## src/decoder_defines.svh

```systemverilog
`ifndef DECODER_DEFINES_SVH
`define DECODER_DEFINES_SVH

// size of the decoder line
`define DECODER_N_VERTICES 8   // also the number of links
`define DECODER_ADDR_WIDTH 3

// link weights
`define DECODER_MAX_WEIGHT 3
`define DECODER_WEIGHT_WIDTH $clog2(`DECODER_MAX_WEIGHT + 1)

// grow phase length, in cycles
`define DECODER_GROW_WIDTH 4

`endif

```

## src/decoder_pkg.sv

```systemverilog
`include "decoder_defines.svh"

package decoder_pkg;

    // global stage, driven by the controller to every vertex and link
    typedef enum logic [2:0] {
        STAGE_IDLE    = 3'd0,
        STAGE_PARAMS  = 3'd1,
        STAGE_MEASURE = 3'd2,
        STAGE_GROW    = 3'd3,
        STAGE_MERGE   = 3'd4
    } stage_t;

    typedef enum logic [1:0] {
        LINK_NORMAL   = 2'd0,  // joins two vertices
        LINK_BOUNDARY = 2'd1,  // only the a side is live
        LINK_ABSENT   = 2'd2   // never grows
    } link_kind_t;

    // per-link configuration, loaded in STAGE_PARAMS
    typedef struct packed {
        logic [`DECODER_WEIGHT_WIDTH-1:0] weight;
        link_kind_t                       kind;
    } link_cfg_t;

    // what a vertex shows its links during merging
    typedef struct packed {
        logic [`DECODER_ADDR_WIDTH-1:0] root;      // smallest address seen so far
        logic                           boundary;  // cluster reaches the boundary
    } vertex_data_t;

endpackage

```

## src/stage_controller.sv

```systemverilog
`include "decoder_defines.svh"

module stage_controller (
    input  logic                           clk,
    input  logic                           reset,
    input  logic                           load_params,
    input  logic                           start,
    input  logic [`DECODER_GROW_WIDTH-1:0] grow_cycles,
    output decoder_pkg::stage_t            stage,
    output logic                           busy,
    output logic                           done
);

    localparam int merge_width = $clog2(`DECODER_N_VERTICES + 1);
    localparam int cnt_width   = (`DECODER_GROW_WIDTH > merge_width) ?
                                 `DECODER_GROW_WIDTH : merge_width;

    logic [`DECODER_GROW_WIDTH-1:0] grow_q;  // grow count for this round
    logic [cnt_width-1:0]           cnt;     // cycles left in grow or merge

    // grow count is taken with the start pulse
    always_ff @(posedge clk) begin
        if (start && stage == decoder_pkg::STAGE_IDLE) begin
            grow_q <= grow_cycles;
        end
    end

    always_ff @(posedge clk) begin
        if (reset) begin
            stage <= decoder_pkg::STAGE_IDLE;
            cnt   <= '0;
            done  <= 1'b0;
        end else begin
            done <= 1'b0;
            case (stage)
                decoder_pkg::STAGE_IDLE: begin
                    if (load_params) begin  // parameter load wins a tie
                        stage <= decoder_pkg::STAGE_PARAMS;
                    end else if (start) begin
                        stage <= decoder_pkg::STAGE_MEASURE;
                    end
                end
                decoder_pkg::STAGE_PARAMS: begin
                    stage <= decoder_pkg::STAGE_IDLE;  // one cycle is enough
                end
                decoder_pkg::STAGE_MEASURE: begin
                    if (grow_q == '0) begin
                        stage <= decoder_pkg::STAGE_MERGE;
                        cnt   <= cnt_width'(`DECODER_N_VERTICES);
                    end else begin
                        stage <= decoder_pkg::STAGE_GROW;
                        cnt   <= cnt_width'(grow_q);
                    end
                end
                decoder_pkg::STAGE_GROW: begin
                    if (cnt == cnt_width'(1)) begin
                        stage <= decoder_pkg::STAGE_MERGE;
                        cnt   <= cnt_width'(`DECODER_N_VERTICES);
                    end else begin
                        cnt <= cnt - 1'b1;
                    end
                end
                decoder_pkg::STAGE_MERGE: begin
                    // one merge step per vertex covers the whole line
                    if (cnt == cnt_width'(1)) begin
                        stage <= decoder_pkg::STAGE_IDLE;
                        done  <= 1'b1;
                    end else begin
                        cnt <= cnt - 1'b1;
                    end
                end
                default: begin
                    stage <= decoder_pkg::STAGE_IDLE;
                end
            endcase
        end
    end

    assign busy = stage != decoder_pkg::STAGE_IDLE;

endmodule

```

## src/link_unit.sv

```systemverilog
`include "decoder_defines.svh"

module link_unit (
    input  logic                      clk,
    input  logic                      reset,
    input  decoder_pkg::stage_t       stage,
    input  decoder_pkg::link_cfg_t    cfg_in,
    input  logic                      a_increase,
    input  logic                      b_increase,
    input  decoder_pkg::vertex_data_t a_data_in,
    input  decoder_pkg::vertex_data_t b_data_in,
    output logic                      a_valid_out,
    output logic                      b_valid_out,
    output decoder_pkg::vertex_data_t a_data_out,
    output decoder_pkg::vertex_data_t b_data_out,
    output logic                      boundary_hit,
    output logic                      fully_grown
);

    logic [`DECODER_WEIGHT_WIDTH-1:0] weight;
    decoder_pkg::link_kind_t          kind;
    logic [`DECODER_WEIGHT_WIDTH-1:0] growth;
    logic [`DECODER_WEIGHT_WIDTH:0]   growth_sum;  // one extra bit before saturation
    logic                             is_grown;
    logic                             passes;

    // growth from the live sides only
    always_comb begin
        case (kind)
            decoder_pkg::LINK_NORMAL:   growth_sum = {1'b0, growth} + a_increase + b_increase;
            decoder_pkg::LINK_BOUNDARY: growth_sum = {1'b0, growth} + a_increase;
            default:                    growth_sum = {1'b0, growth};
        endcase
    end

    always_ff @(posedge clk) begin
        if (reset) begin
            weight      <= '0;
            kind        <= decoder_pkg::LINK_ABSENT;  // unconfigured link stays out
            growth      <= '0;
            fully_grown <= 1'b0;
        end else begin
            case (stage)
                decoder_pkg::STAGE_PARAMS: begin
                    weight <= cfg_in.weight;
                    kind   <= cfg_in.kind;
                end
                decoder_pkg::STAGE_MEASURE: begin
                    growth <= '0;
                end
                decoder_pkg::STAGE_GROW: begin
                    growth <= (growth_sum > weight) ? weight : growth_sum[`DECODER_WEIGHT_WIDTH-1:0];
                end
                decoder_pkg::STAGE_MERGE: begin
                    fully_grown <= is_grown;  // held for the outside until the next merge
                end
                default: begin
                end
            endcase
        end
    end

    // zero weight means grown right away
    assign is_grown = (kind != decoder_pkg::LINK_ABSENT) && (growth >= weight);
    assign passes   = is_grown && (kind == decoder_pkg::LINK_NORMAL);

    // each side sees the other side's data
    assign a_valid_out  = passes;
    assign b_valid_out  = passes;
    assign a_data_out   = passes ? b_data_in : '0;
    assign b_data_out   = passes ? a_data_in : '0;
    assign boundary_hit = is_grown && (kind == decoder_pkg::LINK_BOUNDARY);

endmodule

```

## src/vertex_unit.sv

```systemverilog
`include "decoder_defines.svh"

module vertex_unit #(
    parameter logic [`DECODER_ADDR_WIDTH-1:0] vertex_addr = '0
) (
    input  logic                      clk,
    input  logic                      reset,
    input  decoder_pkg::stage_t       stage,
    input  logic                      defect_in,
    output logic                      increase,
    input  logic                      left_valid,
    input  logic                      right_valid,
    input  decoder_pkg::vertex_data_t left_data,
    input  decoder_pkg::vertex_data_t right_data,
    input  logic                      boundary_hit,
    output decoder_pkg::vertex_data_t data
);

    logic                      defect;  // measured defect of this round
    decoder_pkg::vertex_data_t merged;

    // smallest root among self and valid neighbours
    always_comb begin
        merged = data;
        if (left_valid && left_data.root < merged.root) begin
            merged.root = left_data.root;
        end
        if (right_valid && right_data.root < merged.root) begin
            merged.root = right_data.root;
        end
        merged.boundary = data.boundary | boundary_hit |
                          (left_valid & left_data.boundary) |
                          (right_valid & right_data.boundary);
    end

    always_ff @(posedge clk) begin
        if (reset) begin
            defect <= 1'b0;
            data   <= '0;
        end else begin
            case (stage)
                decoder_pkg::STAGE_MEASURE: begin
                    defect        <= defect_in;
                    data.root     <= vertex_addr;  // every vertex starts as its own root
                    data.boundary <= 1'b0;
                end
                decoder_pkg::STAGE_MERGE: begin
                    data <= merged;  // spreads one hop per cycle
                end
                default: begin
                end
            endcase
        end
    end

    // a defect pushes growth into both neighbouring links
    assign increase = defect && (stage == decoder_pkg::STAGE_GROW);

endmodule

```

## src/decoder_chain.sv

```systemverilog
`include "decoder_defines.svh"

module decoder_chain (
    input  logic                           clk,
    input  logic                           reset,
    input  logic                           load_params,
    input  decoder_pkg::link_cfg_t         link_cfg [`DECODER_N_VERTICES],
    input  logic                           start,
    input  logic [`DECODER_N_VERTICES-1:0] defects,
    input  logic [`DECODER_GROW_WIDTH-1:0] grow_cycles,
    output logic                           busy,
    output logic                           done,
    output decoder_pkg::vertex_data_t      roots [`DECODER_N_VERTICES],
    output logic [`DECODER_N_VERTICES-1:0] grown
);

    decoder_pkg::stage_t            stage;
    logic                           idle;
    decoder_pkg::link_cfg_t         cfg_q [`DECODER_N_VERTICES];
    logic [`DECODER_N_VERTICES-1:0] defects_q;

    // vertex side
    logic [`DECODER_N_VERTICES-1:0] v_increase;
    decoder_pkg::vertex_data_t      v_data [`DECODER_N_VERTICES];
    logic [`DECODER_N_VERTICES-1:0] left_valid;
    decoder_pkg::vertex_data_t      left_data [`DECODER_N_VERTICES];

    // link i sits between vertex i (a) and vertex i+1 (b)
    logic [`DECODER_N_VERTICES-1:0] a_valid;
    decoder_pkg::vertex_data_t      a_data_out [`DECODER_N_VERTICES];
    logic [`DECODER_N_VERTICES-1:0] b_valid;
    decoder_pkg::vertex_data_t      b_data_out [`DECODER_N_VERTICES];
    logic [`DECODER_N_VERTICES-1:0] b_increase;
    decoder_pkg::vertex_data_t      b_data_in [`DECODER_N_VERTICES];
    logic [`DECODER_N_VERTICES-1:0] boundary_hit;

    assign idle = stage == decoder_pkg::STAGE_IDLE;

    // inputs sampled on the accepted pulse
    always_ff @(posedge clk) begin
        if (load_params && idle) begin
            cfg_q <= link_cfg;
        end
        if (start && idle) begin
            defects_q <= defects;
        end
    end

    stage_controller u_ctrl (
        .clk         (clk),
        .reset       (reset),
        .load_params (load_params),
        .start       (start),
        .grow_cycles (grow_cycles),
        .stage       (stage),
        .busy        (busy),
        .done        (done)
    );

    for (genvar i = 0; i < `DECODER_N_VERTICES; i++) begin : g_line
        if (i == 0) begin : g_first
            assign left_valid[i] = 1'b0;
            assign left_data[i]  = '0;
        end else begin : g_left
            assign left_valid[i] = b_valid[i-1];
            assign left_data[i]  = b_data_out[i-1];
        end

        if (i == `DECODER_N_VERTICES - 1) begin : g_last
            assign b_increase[i] = 1'b0;  // last link has no b side
            assign b_data_in[i]  = '0;
        end else begin : g_right
            assign b_increase[i] = v_increase[i+1];
            assign b_data_in[i]  = v_data[i+1];
        end

        vertex_unit #(
            .vertex_addr (i)
        ) u_vertex (
            .clk          (clk),
            .reset        (reset),
            .stage        (stage),
            .defect_in    (defects_q[i]),
            .increase     (v_increase[i]),
            .left_valid   (left_valid[i]),
            .right_valid  (a_valid[i]),
            .left_data    (left_data[i]),
            .right_data   (a_data_out[i]),
            .boundary_hit (boundary_hit[i]),
            .data         (v_data[i])
        );

        link_unit u_link (
            .clk          (clk),
            .reset        (reset),
            .stage        (stage),
            .cfg_in       (cfg_q[i]),
            .a_increase   (v_increase[i]),
            .b_increase   (b_increase[i]),
            .a_data_in    (v_data[i]),
            .b_data_in    (b_data_in[i]),
            .a_valid_out  (a_valid[i]),
            .b_valid_out  (b_valid[i]),
            .a_data_out   (a_data_out[i]),
            .b_data_out   (b_data_out[i]),
            .boundary_hit (boundary_hit[i]),
            .fully_grown  (grown[i])
        );

        assign roots[i] = v_data[i];
    end

endmodule

```

## config.mk

```make
export PLATFORM = sky130hd
export DESIGN_NAME = decoder_chain
export DESIGN_NICKNAME = d
export VERILOG_FILES = /design/src/decoder_pkg.sv /design/src/stage_controller.sv /design/src/link_unit.sv /design/src/vertex_unit.sv /design/src/decoder_chain.sv
export VERILOG_INCLUDE_DIRS = /design/src
export SDC_FILE = /design/constraint.sdc
export NUM_CORES = 1
export LEC_CHECK = 0
export BUFFER_PORTS_ARGS = -buffer_cell sky130_fd_sc_hd__buf_2
export CAP_MARGIN = 20
export CORE_ASPECT_RATIO = 1.2
export CORE_MARGIN = 1.5
export CORE_UTILIZATION = 55
export DETAILED_ROUTE_END_ITERATION = 7
export GPL_TIMING_DRIVEN = 0
export PLACE_DENSITY = 0.8
export SYNTH_ARGS = -nofsm -noshare
export SYNTH_HDL_FRONTEND = slang
export SYNTH_HIERARCHICAL = 1
export SYNTH_SLANG_ARGS = --single-unit
```

## constraint.sdc

```tcl
create_clock -name clk -period 10.5 [get_ports clk]
set_input_delay 1.05 -clock clk [delete_from_list [all_inputs] [get_ports clk]]
set_output_delay 1.05 -clock clk [all_outputs]
set_load 0.01 [all_outputs]
```

==> flow_summary_export.csv, run 1 <==
group,metric,value,unit
clock_network,root_buffer,"clkbuf_16",
placement,gp_congestion,0.882,
layout,stdcell_area,0.0121,mm^2
worst_hold_path,hp-class,"reg2reg",
clock_network,ctsResizeCount,0,
floorplan,die_w,129,um
placement,dpl_cell_area,0.0114,mm^2
drt,drt_wl_total,23.9,mm
sta,period_minus_slack,4.28,ns
sta,slew_violations,0,
power,ir_worst_vdd,0.120,mV
placement,port-buffer-count,89,
critical_path,crit_path_start_kind,"register",
clock_network,clkLatencyLatePin,0.43,ns
critical_path,cp_max_fo,12,
floorplan,row_count,55,
clock_network,path_clk_slew,0.06,ns
grt,antenna_found_initial,0,
floorplan,die-area,0.0199,mm^2
synthesis,avgSynthCellArea,9.31,um^2
sta,fin_worst_skew,0.00564,ns
grt,grt-ovfl-total,0,
drt,vias_per_cell,5.78,
layout,fillCellCount,1514,
synthesis,synth_area,0.0105,mm^2
clock_network,cts_max_path_buffers,2,
placement,dp_hpwl,17.1,mm
sta,setup_tns,0,ns
drt,avgRoutedWirePerCell,15.7,um
sta,max_freq,234,MHz
drt,route.detailed.drc,0,
clock_network,tritoncts,"built",
sta,finalSetupViolations,0,
layout,antenna_cells,0,
drt,postRouteAntennaNets,0,
sta,rsz0062_at_grt,"false",
drt,dr.pass1.iters,5,
critical_path,cp-end-kind,"register",
sta,tightest_slew,0.951,ns
critical_path,cp_slowest_stage_delay,0.73,ns
clock_network,numCtsBuffers,17,
synthesis,post_synth_inst_count,1126,
critical_path,path_class,"reg2reg",
grt,grt_use_total,0.249,
layout,drive_gt1_frac,0.192,
critical_path,cp_top_family,"simple AND/OR/NAND/NOR gates",
floorplan,coreArea,0.0188,mm^2
critical_path,path_cells,"inv_1 -> ha_1 -> nand2b_1 -> a21oi_1 -> nor3_1 -> and2_1 -> ha_1 -> and2_1 -> a221oi_4 -> mux2i_1 -> ha_1 -> nor3b_2 -> nand3_1 -> mux2_4 -> a21o_1 -> a32o_1",
power,power_density,132,mW/mm^2
clock_network,ctsHoldBuffers,0,
clock_network,cts.sinks,148,
sta,timing.slew.headroom,0.361,
sta,min_period_over_period,0.408,
layout,area_growth,15.8,%
run_status,status,"finished, final reports clean",
power,power,0.00160,W
critical_path,worstPathRequired,10.82,ns
job,drv_cap,0,
layout,finalNetCount,1405,
power,leakagePower,4.90,nW
critical_path,critical-path-slowest-cell,"nor3_1",
grt,grt_max_degree,85,
sta,hold_violations,0,
grt,grt_pass1_vias,8733,
clock_network,cts_max_level,4,
floorplan,fp.dieH,154,um
grt,grt_first_pass_wirelength,40.0,mm
floorplan,initial_utilization,0.558,
drt,vias,8830,
synthesis,ys_warn_count,6,
drt,drt_iter0_drc,460,
critical_path,cp_data_arrival_time,4.60,ns
floorplan,pin_count,90,
clock_network,cts_setup_buffers,0,
critical_path,worst-path-buf-inv,1,
critical_path,critPathMostFrequentCell,"ha_1",
-- registers in the layout, indices dropped and copies added (netlist names) --
signal and count:
cfg_q 32, defects_q 8, g_line.u_link/fully_grown 8, g_line.u_link/growth 16, g_line.u_link/kind 16, g_line.u_link/weight 16
g_line.u_vertex/data 32, g_line.u_vertex/defect 8, u_ctrl/cnt 4, u_ctrl/done 1, u_ctrl/grow_q 4, u_ctrl/stage 3
-- worst paths after layout --
| path | start | end | slack [ns] | cells after the start |
|---|---|---|---|---|
| setup reg to reg | g_line[0].u_link/growth[0]$_SDFFE_PP0P_ | g_line[1].u_vertex/data[3]$_SDFFE_PP0P_ | 6.22 | 16 |
| setup / recovery | g_line[0].u_link/growth[0]$_SDFFE_PP0P_ | g_line[1].u_vertex/data[3]$_SDFFE_PP0P_ | 6.22 | 16 |
| hold reg to reg | cfg_q[21]$_DFFE_PP_ | g_line[2].u_link/kind[1]$_SDFFE_PP1N_ | 0.45 | 1 |
| hold / removal | cfg_q[21]$_DFFE_PP_ | g_line[2].u_link/kind[1]$_SDFFE_PP1N_ | 0.45 | 1 |
-- layout by cell type, fill, tap and decap left out, types with 6 or more instances in the layout --
cell       instances
nor2_1           113
dfxtp_1          101
buf_2             99
nand2_1           96
ha_1              90
inv_1             69
and2_1            63
mux2i_1           56
a21oi_1           56
edfxtp_1          44
o21ai_0           44
nor3_1            42
nand3_1           33
a211o_1           27
nor2b_1           21
clkbuf_16         17
a211oi_1          16
conb_1            15
mux2_4            14
nand2b_1          12
buf_4             11
nor4b_2           10
or3_1             10
o211ai_1          10
nor3b_2            9
or2_2              9
nand4_1            9
o21a_1             9
a221oi_1           9
mux2i_4            8
and4bb_2           8
fa_1               8
xnor2_1            8
nor3b_1            7
nand3b_1           7
a32o_1             7
bufinv_16          6
a21o_1             6
-- stage by stage --
stage	hold slack (ns)	std cells	setup WS, ns	utilization
finish	0.450	1528	6.22	0.646
global route	0.465	1528	5.88	0.646
CTS	0.451	1526	6.17	0.645
detailed placement	0.443	1494	6.21	0.609
global placement	0.432	1485	3.24	0.601
floorplan	0.428	1140	5.49	-
-- area by class of cell --
cell class / count / area, um^2 / share of cell area
clock buffers: 17 / 425 / 0.0350
flip-flops and latches: 148 / 3410 / 0.281
well taps: 256 / 320 / 0.0264
clock inverters: 15 / 250 / 0.0206
multi-input cells: 902 / 6760 / 0.556
plain buffers: 21 / 128 / 0.0105
inverters: 69 / 259 / 0.0213
repair buffers: 100 / 596 / 0.0491
-- routing by layer --
layer | up-vias | track usage | routed length [um]
li1 | 4371 | - | -
met1 | 4205 | 0.293 | 10300
met2 | 205 | 0.446 | 12100
met3 | 49 | 0.0439 | 1020
met4 | 0 | 0.0952 | 518
met5 | - | 0 | 0
-- report_power, final --
part | internal, W | leakage (nW) | switching, W
Sequential | 0.000624 | 1.26 | 0.0000319
Clock | 0.000448 | 0.317 | 0.000254
Combinational | 0.000100 | 3.32 | 0.000140
(Power assumes the default switching activity.)
==> inputs of run 2 (changes only) <==
==> constraint.sdc (replaced) <==
create_clock -name clk -period 4.1 [get_ports clk]
set_input_delay 0.41 -clock clk [delete_from_list [all_inputs] [get_ports clk]]
set_output_delay 0.41 -clock clk [all_outputs]
set_load 0.01 [all_outputs]
==> flow_summary_export.csv, run 2 (same netlist as run 1, synthesis figures left out) <==
group,metric,value,unit
critical_path,path_class,"reg2reg",
grt,grt_first_pass_wirelength,37.9,mm
drt,postRouteAntennaNets,0,
grt,grt_max_degree,77,
sta,setup_ws,0.216,ns
power,leakagePower,4.88,nW
grt,antenna_found_initial,1,
floorplan,coreArea,0.0188,mm^2
placement,gp_congestion,0.876,
drt,dr_wl_met3,842,um
drt,vias_per_cell,5.70,
grt,grt_use_total,0.233,
grt,grt-ovfl-total,0,
sta,tightest_slew,0.873,ns
placement,place_ws,-0.248,ns
clock_network,cts.sinks,148,
layout,drive_gt1_frac,0.199,
critical_path,crit_path_start_kind,"register",
critical_path,r2r-start,"g_line[0].u_link/growth[0]$_SDFFE_PP0P_",
critical_path,cp-end-kind,"register",
sta,min_period_over_period,0.947,
worst_hold_path,hp-class,"in2reg",
layout,final_cell_mix,"113 x nor2_1, 101 x dfxtp_1, 99 x buf_2",
floorplan,die-area,0.0199,mm^2
clock_network,clkLatencyLatePin,0.44,ns
layout,area_growth,16.1,%
drt,highest_layer,"met4",
layout,reg_top3,"cfg_q x32, g_line.u_vertex/data x32",
drt,route.detailed.drc,0,
clock_network,cts_max_path_buffers,2,
job,drv_cap,0,
floorplan,pin_count,90,
clock_network,root_buffer,"clkbuf_16",
critical_path,setup.worst_path.start,"g_line[0].u_link/growth[0]$_SDFFE_PP0P_",
power,comb_power_share,0.157,
run_status,status,"finished, final reports clean",
clock_network,cts_max_level,4,
power,swShare,0.283,
drt,wl_met1,10.2,mm
sta,fin_worst_skew,0.00937,ns
power,p_clk_frac,0.418,
power,switchingPower,0.00112,W
layout,regArea,0.00341,mm^2
drt,met2_length,11.3,mm
sta,slew_violations,0,
layout,final_common_cell,"nor2_1",
floorplan,initial_utilization,0.558,
floorplan,row_count,55,
critical_path,cp-endpoint,"g_line[1].u_vertex/data[3]$_SDFFE_PP0P_",
critical_path,cp_data_arrival_time,4.21,ns
sta,hold_violations,0,
layout,finalNetCount,1402,
clock_network,numCtsBuffers,17,
drt,vias,8692,
placement,dpl_cell_area,0.0114,mm^2
layout,stdcell_area,0.0122,mm^2
sta,period_minus_slack,3.88,ns
clock_network,ctsHoldBuffers,0,
layout,multi_input_area,0.00685,mm^2
drt,dr.pass1.iters,5,
critical_path,worstPathRequired,4.43,ns
drt,drt_wl_total,22.9,mm
power,intPower,0.00283,W
placement,port-buffer-count,89,
drt,avgRoutedWirePerCell,15.0,um
placement,dp_hpwl,16.3,mm
critical_path,cp_max_fo,12,
sta,finalSetupViolations,0,
critical_path,r2r-end,"g_line[1].u_vertex/data[3]$_SDFFE_PP0P_",
sta,timing.slew.headroom,0.416,
critical_path,r2r_cells,16,
grt,grt_pass1_vias,8335,
drt,drt_iter0_drc,422,
floorplan,fp.dieH,154,um
sta,max_freq,257,MHz
power,power_density,325,mW/mm^2
layout,fillCellCount,1518,
critical_path,r2r_setup_slack,0.22,ns
power,seqPwrFrac,0.425,
power,ir_worst_vdd,0.355,mV
floorplan,die_w,129,um
clock_network,path_clk_slew,0.07,ns
clock_network,tritoncts,"built",
==> run 2: metal layers <==
metal	track usage	up-vias
li1	-	4369
met1	0.285	4092
met2	0.410	188
met3	0.0367	43
met4	0.0883	0
met5	0	-
==> run 2: worst min path at each step <==
stage	start	end	depth (start not counted)
2_1_floorplan	cfg_q[29]$_DFFE_PP_	g_line[0].u_link/kind[1]$_SDFFE_PP1N_	1
3_3_place_gp	cfg_q[5]$_DFFE_PP_	g_line[6].u_link/kind[1]$_SDFFE_PP1N_	1
3_5_place_dp	cfg_q[17]$_DFFE_PP_	g_line[3].u_link/kind[1]$_SDFFE_PP1N_	1
4_1_cts	link_cfg[1]	cfg_q[1]$_DFFE_PP_	1
5_1_grt	link_cfg[6]	cfg_q[6]$_DFFE_PP_	1
6_report	link_cfg[5]	cfg_q[5]$_DFFE_PP_	1
==> run 2: cell type report <==
| class | count | area share |
|---|---|---|
| flip-flops and latches | 148 | 0.281 |
| multi-input cells | 902 | 0.563 |
| plain buffers | 21 | 0.0105 |
| diodes | 1 | 0.000206 |
| clock inverters | 15 | 0.0158 |
| clock buffers | 17 | 0.0350 |
| inverters | 69 | 0.0213 |
| repair buffers | 97 | 0.0474 |
| well taps | 256 | 0.0263 |
==> run 2: power groups by stage <==
stage / Combinational (W) / Clock, W / Sequential, W
floorplan: 0.000419 / 0 / 0.00170
global placement: 0.000543 / 0 / 0.00173
detailed placement: 0.000601 / 0 / 0.00171
CTS: 0.000609 / 0.00168 / 0.00167
global route: 0.000691 / 0.00172 / 0.00169
finish: 0.000620 / 0.00165 / 0.00168
==> run 2: through the flow <==
| step | util | std cells | setup TNS, ns | total power, W | hold WS (ns) |
|---|---|---|---|---|---|
| finish | 0.647 | 1526 | 0 | 0.00395 | 0.146 |
| global route | 0.647 | 1526 | -0.0125 | 0.00410 | 0.139 |
| CTS | 0.644 | 1524 | 0 | 0.00396 | 0.135 |
| detailed placement | 0.609 | 1492 | -1.06 | 0.00231 | 0.437 |
| global placement | 0.602 | 1485 | -34.83 | 0.00227 | 0.432 |
| floorplan | - | 1140 | 0 | 0.00212 | 0.428 |
==> run 2: repair_timing <==
action,CTS,global route
setup buffers,0,1
setup endpoints to repair,10,20
pin swaps,0,1
gates resized for setup,5,13
==> run 2: worst max-delay path: stages (launching register included) <==
cell,delay (ns)
dfxtp_1,0.43
inv_1,0.07
ha_1,0.26
nand2b_1,0.15
a21oi_2,0.24
nor3_4,0.11
and2_1,0.19
ha_1,0.34
and2_1,0.18
a221oi_4,0.32
mux2i_1,0.30
ha_1,0.28
nand2_1,0.12
nand3_1,0.09
mux2_4,0.31
a21o_1,0.16
a32o_1,0.23
==> inputs of run 3 (changes only) <==
--- a/config.mk
+++ b/config.mk
@@ -8,12 +8,14 @@
 export LEC_CHECK = 0
 export BUFFER_PORTS_ARGS = -buffer_cell sky130_fd_sc_hd__buf_2
 export CAP_MARGIN = 20
+export CELL_PAD_IN_SITES_DETAIL_PLACEMENT = 1
+export CELL_PAD_IN_SITES_GLOBAL_PLACEMENT = 2
 export CORE_ASPECT_RATIO = 1.2
 export CORE_MARGIN = 1.5
-export CORE_UTILIZATION = 55
+export CORE_UTILIZATION = 39
 export DETAILED_ROUTE_END_ITERATION = 7
 export GPL_TIMING_DRIVEN = 0
-export PLACE_DENSITY = 0.8
+export PLACE_DENSITY = 0.88
 export SYNTH_ARGS = -nofsm -noshare
 export SYNTH_HDL_FRONTEND = slang
 export SYNTH_HIERARCHICAL = 1
==> flow_summary_export.csv, run 3 (same netlist as run 1, synthesis figures left out) <==
group,metric,value,unit
drt,drt_iter0_drc,311,
grt,grt_use_total,0.196,
sta,hold_violations,0,
placement,dp_hpwl,19.3,mm
critical_path,path_class,"reg2reg",
layout,finalNetCount,1405,
layout,area_growth,17.6,%
power,power,0.00409,W
sta,tightest_slew,0.941,ns
layout,final_cell_mix,"113 x nor2_1, 101 x buf_2, 100 x dfxtp_1",
drt,vias_per_cell,5.44,
critical_path,crit_path_start_kind,"register",
job,drv_cap,0,
layout,final_cells,1607,
floorplan,die-area,0.0279,mm^2
power,ir_worst_vdd,0.287,mV
drt,postRouteAntennaNets,0,
sta,rsz0062_at_grt,"true",
grt,grt_first_pass_wirelength,44.7,mm
clock_network,cts_max_path_buffers,2,
layout,reg_top3,"cfg_q x32, g_line.u_vertex/data x32",
floorplan,pin_count,90,
clock_network,numCtsBuffers,17,
placement,placed_cells,1569,
drt,vias,8743,
floorplan,coreArea,0.0264,mm^2
clock_network,root_buffer,"clkbuf_16",
critical_path,cp_max_fo,13,
critical_path,worstPathRequired,4.43,ns
critical_path,critPathMostFrequentCell,"ha_1",
critical_path,cp-end-kind,"register",
layout,stdcell_area,0.0123,mm^2
layout,final_common_cell,"nor2_1",
drt,drt_wl_total,27.3,mm
drt,dr.pass1.iters,7,
placement,gp_congestion,0.786,
floorplan,fp.dieH,183,um
worst_hold_path,hp-class,"in2reg",
sta,max_freq,259,MHz
placement,dpl_cell_area,0.0115,mm^2
grt,grt-ovfl-total,0,
sta,fin_worst_skew,0.00922,ns
placement,port-buffer-count,89,
critical_path,path_cells,"inv_1 -> ha_1 -> nand2b_1 -> a21oi_1 -> nor3_4 -> and2_1 -> ha_1 -> nand2_1 -> o2111ai_4 -> mux2i_1 -> ha_1 -> nor3b_1 -> nand3_1 -> mux2_4 -> a21o_1 -> a32o_1",
critical_path,cp_data_arrival_time,4.20,ns
grt,grt_max_degree,76,
sta,slew_violations,0,
drt,route.detailed.drc,0,
sta,timing.slew.headroom,0.371,
drt,avgRoutedWirePerCell,17.0,um
floorplan,row_count,65,
power,leakagePower,4.92,nW
clock_network,tritoncts,"built",
sta,setup_tns,0,ns
clock_network,cts_max_level,4,
sta,min_period_over_period,0.943,
layout,drive_gt1_frac,0.203,
clock_network,clkLatencyLatePin,0.44,ns
floorplan,die_w,153,um
run_status,status,"finished, final reports clean",
sta,period_minus_slack,3.87,ns
power,power_density,332,mW/mm^2
clock_network,ctsHoldBuffers,0,
clock_network,cts.sinks,148,
critical_path,cp_slowest_stage_delay,0.45,ns
floorplan,initial_utilization,0.398,
sta,finalSetupViolations,0,
critical_path,critical-path-slowest-cell,"dfxtp_1",
layout,antenna_cells,0,
clock_network,path_clk_slew,0.07,ns
grt,antenna_found_initial,0,
grt,grt_pass1_vias,9132,
[run 3: area by class of cell]
type,count,area (um^2)
Clock inverter,15,228
Sequential cell,148,3420
Clock buffer,17,425
Fill cell,3077,14000
Tap cell,335,419
Multi-Input combinational cell,902,6860
Inverter,69,259
Buffer,21,128
Timing Repair Buffer,100,584
[run 3: final timing paths]
| path | to | cells past startpoint | start | slack (ns) |
|---|---|---|---|---|
| worst max-delay path | g_line[4].u_vertex/data[2]$_SDFFE_PP0P_ | 16 | g_line[3].u_link/growth[0]$_SDFFE_PP0P_ | 0.23 |
| worst min-delay path | cfg_q[21]$_DFFE_PP_ | 1 | link_cfg[21] | 0.15 |
| worst max register to register | g_line[4].u_vertex/data[2]$_SDFFE_PP0P_ | 16 | g_line[3].u_link/growth[0]$_SDFFE_PP0P_ | 0.23 |
| worst min register to register | g_line[1].u_link/kind[1]$_SDFFE_PP1N_ | 1 | cfg_q[25]$_DFFE_PP_ | 0.45 |
[run 3: per-stage QoR]
step                      worst slack (ns)  hold slack (ns)   util
final                                0.234            0.147  0.468
after global placement               -1.20            0.429  0.433
after CTS                          0.00405            0.125  0.462
after floorplan                      0.266            0.428      -
after detailed placement            -0.293            0.440  0.436
after global routing               -0.0290            0.125  0.468
[run 3: routing by layer]
metal	vias to the layer above	global-route usage	part of all wire
li1	4360	-	-
met2	104	0.354	0.50
met3	22	0.0316	0.026
met5	-	0	0
met4	0	0.0558	0.015
met1	4257	0.238	0.46
[run 3: timing repair]
action,CTS,global route
pin swaps,0,2
setup buffers,0,5
resized for setup,6,16
hold endpoints to repair,0,0
setup endpoints to repair,11,26
[run 3: power by group]
part           switching [W]  internal [W]
Sequential         0.0000927       0.00160
Combinational       0.000373      0.000262
Clock               0.000678       0.00109
[run 3: critical path, delay by kind of cell (launching register included)]
family	cells	cell delay [ns]
flip-flops	1	0.45
buffers and inverters	1	0.07
AND/OR/NAND/NOR	6	0.98
adder cells (fa/ha/maj)	3	0.77
AO/OA/AOI/OAI	4	1.04
multiplexers	2	0.46
